===== config.mk =====
export PLATFORM = sky130hd
export DESIGN_NAME = uart_echo_top
export DESIGN_NICKNAME = d
export VERILOG_FILES = /design/src/hdl/uart_pkg.sv /design/src/hdl/uart_rx.sv /design/src/hdl/byte_fifo.sv /design/src/hdl/uart_tx.sv /design/src/hdl/uart_echo_top.sv
export SDC_FILE = /design/constraint.sdc
export NUM_CORES = 2
export LEC_CHECK = 0
export ABC_AREA = 1
export ABC_CLOCK_PERIOD_IN_PS = 3900
export BUFFER_PORTS_ARGS = -buffer_cell sky130_fd_sc_hd__buf_2
export CAP_MARGIN = 20
export CORE_MARGIN = 5
export CORE_UTILIZATION = 34
export DETAILED_ROUTE_END_ITERATION = 8
export PLACE_DENSITY = 0.48
export SLEW_MARGIN = 0
export SYNTH_ARGS = -nofsm -noshare
export SYNTH_HDL_FRONTEND = slang
export SYNTH_SLANG_ARGS = --single-unit

===== constraint.sdc =====
create_clock -name clk -period 3.9 [get_ports clk]
set_input_delay 0.39 -clock clk [delete_from_list [all_inputs] [get_ports clk]]
set_output_delay 0.39 -clock clk [all_outputs]
set_load 0.01 [all_outputs]

===== src/hdl/uart_pkg.sv =====
package uart_pkg;

    // One character on the serial line
    typedef logic [7:0] byte_t;

    // Frame format is 8N1
    localparam int DATA_BITS = 8;

    // Line level between frames and during the stop bit
    localparam logic LINE_IDLE = 1'b1;

    // Line level of the start bit
    localparam logic START_LEVEL = 1'b0;

    // 125 MHz system clock at 115200 baud, rounded to the nearest cycle
    localparam int CLOCKS_PER_BIT_DEFAULT = 1085;

    // Room for a burst of echo traffic, must stay a power of two
    localparam int FIFO_DEPTH_DEFAULT = 256;

endpackage


===== src/hdl/uart_rx.sv =====
`timescale 1ns/1ps

module uart_rx #(
    parameter int CLOCKS_PER_BIT = uart_pkg::CLOCKS_PER_BIT_DEFAULT
) (
    input  logic            clk,
    input  logic            i_reset,
    input  logic            i_uart_rx,
    output logic            o_valid,
    output uart_pkg::byte_t o_data
);

    localparam int CNT_W = $clog2(CLOCKS_PER_BIT);
    localparam int BIT_W = $clog2(uart_pkg::DATA_BITS);

    localparam logic [CNT_W-1:0] FULL_BIT = CNT_W'(CLOCKS_PER_BIT - 1);
    localparam logic [CNT_W-1:0] HALF_BIT = CNT_W'(CLOCKS_PER_BIT / 2 - 1);
    localparam logic [BIT_W-1:0] LAST_BIT = BIT_W'(uart_pkg::DATA_BITS - 1);

    typedef enum logic [1:0] {
        ST_IDLE,
        ST_START,
        ST_DATA,
        ST_STOP
    } state_t;

    state_t          state;
    logic [CNT_W-1:0] bit_time;
    logic [BIT_W-1:0] bit_cnt;
    uart_pkg::byte_t  shift_reg;

    // Two-flop synchronizer plus one more stage for edge detection
    logic rx_meta;
    logic rx_sync;
    logic rx_prev;

    always_ff @(posedge clk) begin
        if (i_reset) begin
            rx_meta <= uart_pkg::LINE_IDLE;
            rx_sync <= uart_pkg::LINE_IDLE;
            rx_prev <= uart_pkg::LINE_IDLE;
        end else begin
            rx_meta <= i_uart_rx;
            rx_sync <= rx_meta;
            rx_prev <= rx_sync;
        end
    end

    always_ff @(posedge clk) begin
        if (i_reset) begin
            state    <= ST_IDLE;
            bit_time <= '0;
            bit_cnt  <= '0;
            o_valid  <= 1'b0;
        end else begin
            o_valid <= 1'b0;
            case (state)
                ST_IDLE: begin
                    // Falling edge starts the half-bit wait
                    if (rx_prev == uart_pkg::LINE_IDLE &&
                        rx_sync == uart_pkg::START_LEVEL) begin
                        state    <= ST_START;
                        bit_time <= HALF_BIT;
                    end
                end
                ST_START: begin
                    if (bit_time != '0) begin
                        bit_time <= bit_time - 1'b1;
                    end else if (rx_sync == uart_pkg::START_LEVEL) begin
                        state    <= ST_DATA;
                        bit_time <= FULL_BIT;
                        bit_cnt  <= '0;
                    end else begin
                        // Glitch, not a real start bit
                        state <= ST_IDLE;
                    end
                end
                ST_DATA: begin
                    if (bit_time != '0) begin
                        bit_time <= bit_time - 1'b1;
                    end else begin
                        bit_time <= FULL_BIT;
                        if (bit_cnt == LAST_BIT) begin
                            state <= ST_STOP;
                        end else begin
                            bit_cnt <= bit_cnt + 1'b1;
                        end
                    end
                end
                ST_STOP: begin
                    if (bit_time != '0) begin
                        bit_time <= bit_time - 1'b1;
                    end else begin
                        // Framing error drops the byte silently
                        o_valid <= (rx_sync == uart_pkg::LINE_IDLE);
                        state   <= ST_IDLE;
                    end
                end
                default: state <= ST_IDLE;
            endcase
        end
    end

    // LSB arrives first, so shift in from the top
    always_ff @(posedge clk) begin
        if (state == ST_DATA && bit_time == '0) begin
            shift_reg <= {rx_sync, shift_reg[7:1]};
        end
    end

    assign o_data = shift_reg;

endmodule


===== src/hdl/byte_fifo.sv =====
`timescale 1ns/1ps

module byte_fifo #(
    parameter int FIFO_DEPTH = uart_pkg::FIFO_DEPTH_DEFAULT
) (
    input  logic            clk,
    input  logic            i_reset,
    input  logic            i_valid,
    input  uart_pkg::byte_t i_data,
    output logic            o_valid,
    output uart_pkg::byte_t o_data,
    input  logic            i_ready
);

    localparam int AW = $clog2(FIFO_DEPTH);

    uart_pkg::byte_t mem [FIFO_DEPTH];

    // Extra MSB tells a full memory from an empty one
    logic [AW:0] wr_ptr;
    logic [AW:0] rd_ptr;

    logic mem_empty;
    logic mem_full;
    logic out_load;
    logic bypass;
    logic mem_wr;
    logic mem_rd;

    assign mem_empty = (wr_ptr == rd_ptr);
    assign mem_full  = (wr_ptr[AW] != rd_ptr[AW]) &&
                       (wr_ptr[AW-1:0] == rd_ptr[AW-1:0]);

    // Output register can take a new byte when empty or being drained
    assign out_load = !o_valid || i_ready;

    // Straight to the output register when nothing is queued ahead
    assign bypass = out_load && mem_empty && i_valid;

    assign mem_wr = i_valid && !mem_full && !bypass;
    assign mem_rd = out_load && !mem_empty;

    always_ff @(posedge clk) begin
        if (i_reset) begin
            wr_ptr  <= '0;
            rd_ptr  <= '0;
            o_valid <= 1'b0;
        end else begin
            if (mem_wr) begin
                wr_ptr <= wr_ptr + 1'b1;
            end
            if (mem_rd) begin
                rd_ptr <= rd_ptr + 1'b1;
            end
            if (out_load) begin
                o_valid <= mem_rd || bypass;
            end
        end
    end

    always_ff @(posedge clk) begin
        if (mem_wr) begin
            mem[wr_ptr[AW-1:0]] <= i_data;
        end
    end

    // Held while the consumer stalls
    always_ff @(posedge clk) begin
        if (mem_rd) begin
            o_data <= mem[rd_ptr[AW-1:0]];
        end else if (bypass) begin
            o_data <= i_data;
        end
    end

endmodule


===== src/hdl/uart_tx.sv =====
`timescale 1ns/1ps

module uart_tx #(
    parameter int CLOCKS_PER_BIT = uart_pkg::CLOCKS_PER_BIT_DEFAULT
) (
    input  logic            clk,
    input  logic            i_reset,
    input  logic            i_valid,
    input  uart_pkg::byte_t i_data,
    output logic            o_ready,
    output logic            o_uart_tx
);

    localparam int CNT_W = $clog2(CLOCKS_PER_BIT);
    localparam int BIT_W = $clog2(uart_pkg::DATA_BITS);

    localparam logic [CNT_W-1:0] FULL_BIT = CNT_W'(CLOCKS_PER_BIT - 1);
    localparam logic [BIT_W-1:0] LAST_BIT = BIT_W'(uart_pkg::DATA_BITS - 1);

    typedef enum logic [1:0] {
        ST_IDLE,
        ST_START,
        ST_DATA,
        ST_STOP
    } state_t;

    state_t           state;
    logic [CNT_W-1:0] bit_time;
    logic [BIT_W-1:0] bit_cnt;
    uart_pkg::byte_t  shift_reg;
    logic             bit_end;
    logic             shift_out;

    assign o_ready = (state == ST_IDLE);
    assign bit_end = (bit_time == '0);

    // Next data bit leaves the shift register at each data-bit boundary
    assign shift_out = bit_end &&
                       ((state == ST_START) ||
                        (state == ST_DATA && bit_cnt != LAST_BIT));

    always_ff @(posedge clk) begin
        if (i_reset) begin
            state     <= ST_IDLE;
            bit_time  <= '0;
            bit_cnt   <= '0;
            o_uart_tx <= uart_pkg::LINE_IDLE;
        end else begin
            case (state)
                ST_IDLE: begin
                    if (i_valid) begin
                        state     <= ST_START;
                        bit_time  <= FULL_BIT;
                        o_uart_tx <= uart_pkg::START_LEVEL;
                    end
                end
                ST_START: begin
                    if (bit_end) begin
                        state     <= ST_DATA;
                        bit_time  <= FULL_BIT;
                        bit_cnt   <= '0;
                        o_uart_tx <= shift_reg[0];
                    end else begin
                        bit_time <= bit_time - 1'b1;
                    end
                end
                ST_DATA: begin
                    if (!bit_end) begin
                        bit_time <= bit_time - 1'b1;
                    end else if (bit_cnt == LAST_BIT) begin
                        state     <= ST_STOP;
                        bit_time  <= FULL_BIT;
                        o_uart_tx <= uart_pkg::LINE_IDLE;
                    end else begin
                        bit_time  <= FULL_BIT;
                        bit_cnt   <= bit_cnt + 1'b1;
                        o_uart_tx <= shift_reg[0];
                    end
                end
                ST_STOP: begin
                    if (bit_end) begin
                        state <= ST_IDLE;
                    end else begin
                        bit_time <= bit_time - 1'b1;
                    end
                end
                default: state <= ST_IDLE;
            endcase
        end
    end

    always_ff @(posedge clk) begin
        if (o_ready && i_valid) begin
            shift_reg <= i_data;
        end else if (shift_out) begin
            shift_reg <= shift_reg >> 1;
        end
    end

endmodule


===== src/hdl/uart_echo_top.sv =====
`timescale 1ns/1ps

module uart_echo_top #(
    parameter int CLOCKS_PER_BIT = uart_pkg::CLOCKS_PER_BIT_DEFAULT,
    parameter int FIFO_DEPTH     = uart_pkg::FIFO_DEPTH_DEFAULT
) (
    input  logic clk,
    input  logic i_reset,
    input  logic i_uart_rx,
    output logic o_uart_tx
);

    // Receiver to FIFO, no back-pressure
    logic            rx_valid;
    uart_pkg::byte_t rx_data;

    // FIFO to transmitter
    logic            fifo_valid;
    uart_pkg::byte_t fifo_data;
    logic            tx_ready;

    uart_rx #(
        .CLOCKS_PER_BIT (CLOCKS_PER_BIT)
    ) uart_rx0 (
        .clk       (clk),
        .i_reset   (i_reset),
        .i_uart_rx (i_uart_rx),
        .o_valid   (rx_valid),
        .o_data    (rx_data)
    );

    // Bytes are dropped here if the transmitter falls too far behind
    byte_fifo #(
        .FIFO_DEPTH (FIFO_DEPTH)
    ) byte_fifo0 (
        .clk     (clk),
        .i_reset (i_reset),
        .i_valid (rx_valid),
        .i_data  (rx_data),
        .o_valid (fifo_valid),
        .o_data  (fifo_data),
        .i_ready (tx_ready)
    );

    uart_tx #(
        .CLOCKS_PER_BIT (CLOCKS_PER_BIT)
    ) uart_tx0 (
        .clk       (clk),
        .i_reset   (i_reset),
        .i_valid   (fifo_valid),
        .i_data    (fifo_data),
        .o_ready   (tx_ready),
        .o_uart_tx (o_uart_tx)
    );

endmodule


==> flow_metrics.env <==
export IMPL_fin_crit_ns=3.53
export IMPL_synth_fp_nets=7463
export IMPL_fin_nets=7596
export IMPL_synth_top_cell_by_area="edfxtp_1"
export IMPL_async_flop_share=0
export IMPL_dieArea_sq_mm=0.266
export IMPL_io_buffers=3
export IMPL_post_cts_setup_buffers=0
export IMPL_drv_slew=0
export IMPL_r2r_cells=12
export IMPL_synth_seq_area_share=0.730
export IMPL_worstPathRequired_ns=4.40
export IMPL_worst_hold_path_endpoint="uart_rx0.rx_meta$_SDFF_PP1_"
export IMPL_cp_arrival_ns=4.03
export IMPL_viasPerCell=5.16
export IMPL_p_leak_nw=34.6
export IMPL_ios=4
export IMPL_r2r_end="byte_fifo0.mem[80][4]$_DFFE_PP_"
export IMPL_drt_iter0_markers=5539
export IMPL_worst_setup_path_start_kind="register"
export IMPL_routed_wl_um=258000
export IMPL_cts_tree="done"
export IMPL_grt_pass1_wl_um=382000
export IMPL_antenna_found_initial=3
export IMPL_fmax_mhz=283
export IMPL_synth_cell_type_count=45
export IMPL_syn_inst=7438
export IMPL_path_common_cell="buf_4"
export IMPL_route_detailed_drc=0
export IMPL_finalHoldViolCount=0
export IMPL_max_cap_viol_count=0
export IMPL_pre_cts_slack_ns=0.329
export IMPL_grt_total_usage=0.191
export IMPL_largest_register_ffs=2048
export IMPL_relSlewSlack=0.313
export IMPL_cts_root_buf="clkbuf_16"
export IMPL_synth_edf_count=2072
export IMPL_ff2ff_setup_slack_ns=0.37
export IMPL_dp_cells=10700
export IMPL_ys_top_cells_by_area="edfxtp_1 72%, nand3_1 12%, nand2_1 9.4%, dfxtp_1 1.5%, nor2_1 1.3%"
export IMPL_yosys_area_top_type_share=0.715
export IMPL_r2r_start="uart_tx0.state[0]$_SDFFE_PP0P_"
export IMPL_path_buf_inv=6
export IMPL_drtAntennaViolNets=0
export IMPL_clockBufferDepth=3
export IMPL_grt_pass1_vias=56300
export IMPL_instances_no_fill=11100
export IMPL_path_cells="inv_1, ha_1, nor2_1, buf_4, inv_1, o21ai_2, nand2_4, inv_2, buf_4, nand4_1, buf_4, nor2_1"
export IMPL_dieHeight_um=516
export IMPL_via_count=57400
export IMPL_core_rowCount=185
export IMPL_insertion_delay_ns=0.87
export IMPL_irDropWorstVdd_mv=0.502
export IMPL_grt_max_degree=162
export IMPL_synthFlopType="edfxtp_1"
export IMPL_die_w_um=516
export IMPL_numCtsBuffers=217
export IMPL_dp_final_hpwl_um=150000
export IMPL_syn_area_per_cell_sq_um=11.7
export IMPL_syn2layout_area_growth_pct=14.9
export IMPL_outcome="complete, no violations"
export IMPL_finalClockSkew_ns=0.0606
export IMPL_crit_fanout=13
export IMPL_drive_gt1_frac=0.0960
export IMPL_clkTransAtPathRegs_ns=0.06
export IMPL_initial_core_util=0.342
export IMPL_cpMaxStageDelayCell="nor2_1"
export IMPL_design_area_sq_mm=0.100
export IMPL_yosysWarnings=0
export IMPL_clock_sink_count=2136
export IMPL_yosysMostFrequentCell="nand2_1"
export IMPL_synth_seq_cells=2136
export IMPL_grt_setup_unrepaired="false"
export IMPL_p_total_mw=59.0
export IMPL_path_delay_family="buffers and inverters"
export IMPL_synth_common_cells="2169 x nand2_1, 2072 x edfxtp_1, 2064 x nand3_1"
export IMPL_setup_ws_ns=0.371
export IMPL_htree_levels=4
export IMPL_placed_area_sq_mm=0.0930
export IMPL_core_area_sq_mm=0.254
export IMPL_hp_class="input port to register"
export IMPL_power_density_mw_per_mm2=590
export IMPL_first_pass_iters=5
export IMPL_min_path_cells=3
export IMPL_crit_path_end_kind="register"
export IMPL_setup_viol=0
export IMPL_hold_path_startpoint="i_uart_rx"
export IMPL_gp_congestion=0.826
export IMPL_max_stage_delay_ns=0.64
export IMPL_worstMarginPinSlew_ns=1.03
export IMPL_wire_per_inst_um=23.2
export IMPL_min_period_over_period=0.905
export IMPL_synth_cell_area_sq_mm=0.0870
export IMPL_grt_overflow_total=0
export IMPL_utilization=0.393
export IMPL_path_class="register to register"
[logic make-up after synthesis]
logic type | share of synthesized area
fa+ha+maj | 0.00316
flops | 0.730
simple gates | 0.230
buf+inv | 0.0286
mux | 0.000906
xor+xnor | 0.000604
compound gates | 0.00636
[worst min-delay path, cell delays in order]
cell	delay, ns
dlygate4sd3_1	0.52
buf_2	0.10
or2_2	0.09
[metrics by stage]
stage                     hold slack (ns)  setup TNS (ns)
after floorplan                     0.389         -360.98
after global placement              0.403               0
after global routing                0.264               0
after CTS                           0.207               0
after detailed placement            0.403               0
final                               0.281               0
[layer usage]
layer	vias to the layer above	wire, um	global-route usage
li1	26700	-	-
met1	28700	117000	0.273
met2	1634	120000	0.305
met3	353	14400	0.0279
met4	0	7210	0.0563
met5	-	0	0
[timing repair]
item,CTS,global route
resized for setup,0,0
endpoints found under the hold margin,5,0
hold buffers,2,0
[worst max-delay path by stage]
stage                                        start                               to  slack [ns]  cells past startpoint
global placement    uart_tx0.state[1]$_SDFFE_PP0P_  byte_fifo0.mem[80][6]$_DFFE_PP_        0.35                     12
global route        uart_tx0.state[0]$_SDFFE_PP0P_  byte_fifo0.mem[80][2]$_DFFE_PP_        0.09                     12
floorplan             uart_rx0.o_data[1]$_DFFE_PP_   byte_fifo0.mem[0][1]$_DFFE_PP_       -0.18                      0
detailed placement  uart_tx0.state[1]$_SDFFE_PP0P_  byte_fifo0.mem[80][6]$_DFFE_PP_        0.33                     12
finish              uart_tx0.state[0]$_SDFFE_PP0P_  byte_fifo0.mem[80][4]$_DFFE_PP_        0.37                     12
CTS                 uart_tx0.state[1]$_SDFFE_PP0P_  byte_fifo0.mem[80][5]$_DFFE_PP_        0.34                     12
[cells in the final DEF (no fill, tap or decap), drive strengths merged, types with 4 or more instances in the layout]
master	count
edfxtp	2072
mux2	7
clkinv	109
nor2	312
inv	89
bufinv	18
buf	405
a21oi	45
clkinvlp	4
dfxtp	64
o21ai	38
nor3	15
clkbuf	269
nand2	2171
ha	22
nand3	2067
a211oi	4
nand4	17
[power breakdown]
part           total (mW)  internal (mW)  switching [mW]
clock network        20.5           11.5            9.02
registers            25.6           25.4           0.231
logic                12.8           3.66            9.17
total                59.0           40.5            18.4
[cell type report]
type | count | area [sq um]
Clock buffer | 269 | 5670
Fill cell | 24100 | 154000
Sequential cell | 2136 | 63500
Tap cell | 3366 | 4210
Timing Repair Buffer | 407 | 3920
Multi-Input combinational cell | 4727 | 21000
Inverter | 82 | 335
Antenna cell | 1 | 2.50
Clock inverter | 138 | 1300
No activity file was read; power rests on OpenSTA's default activity.
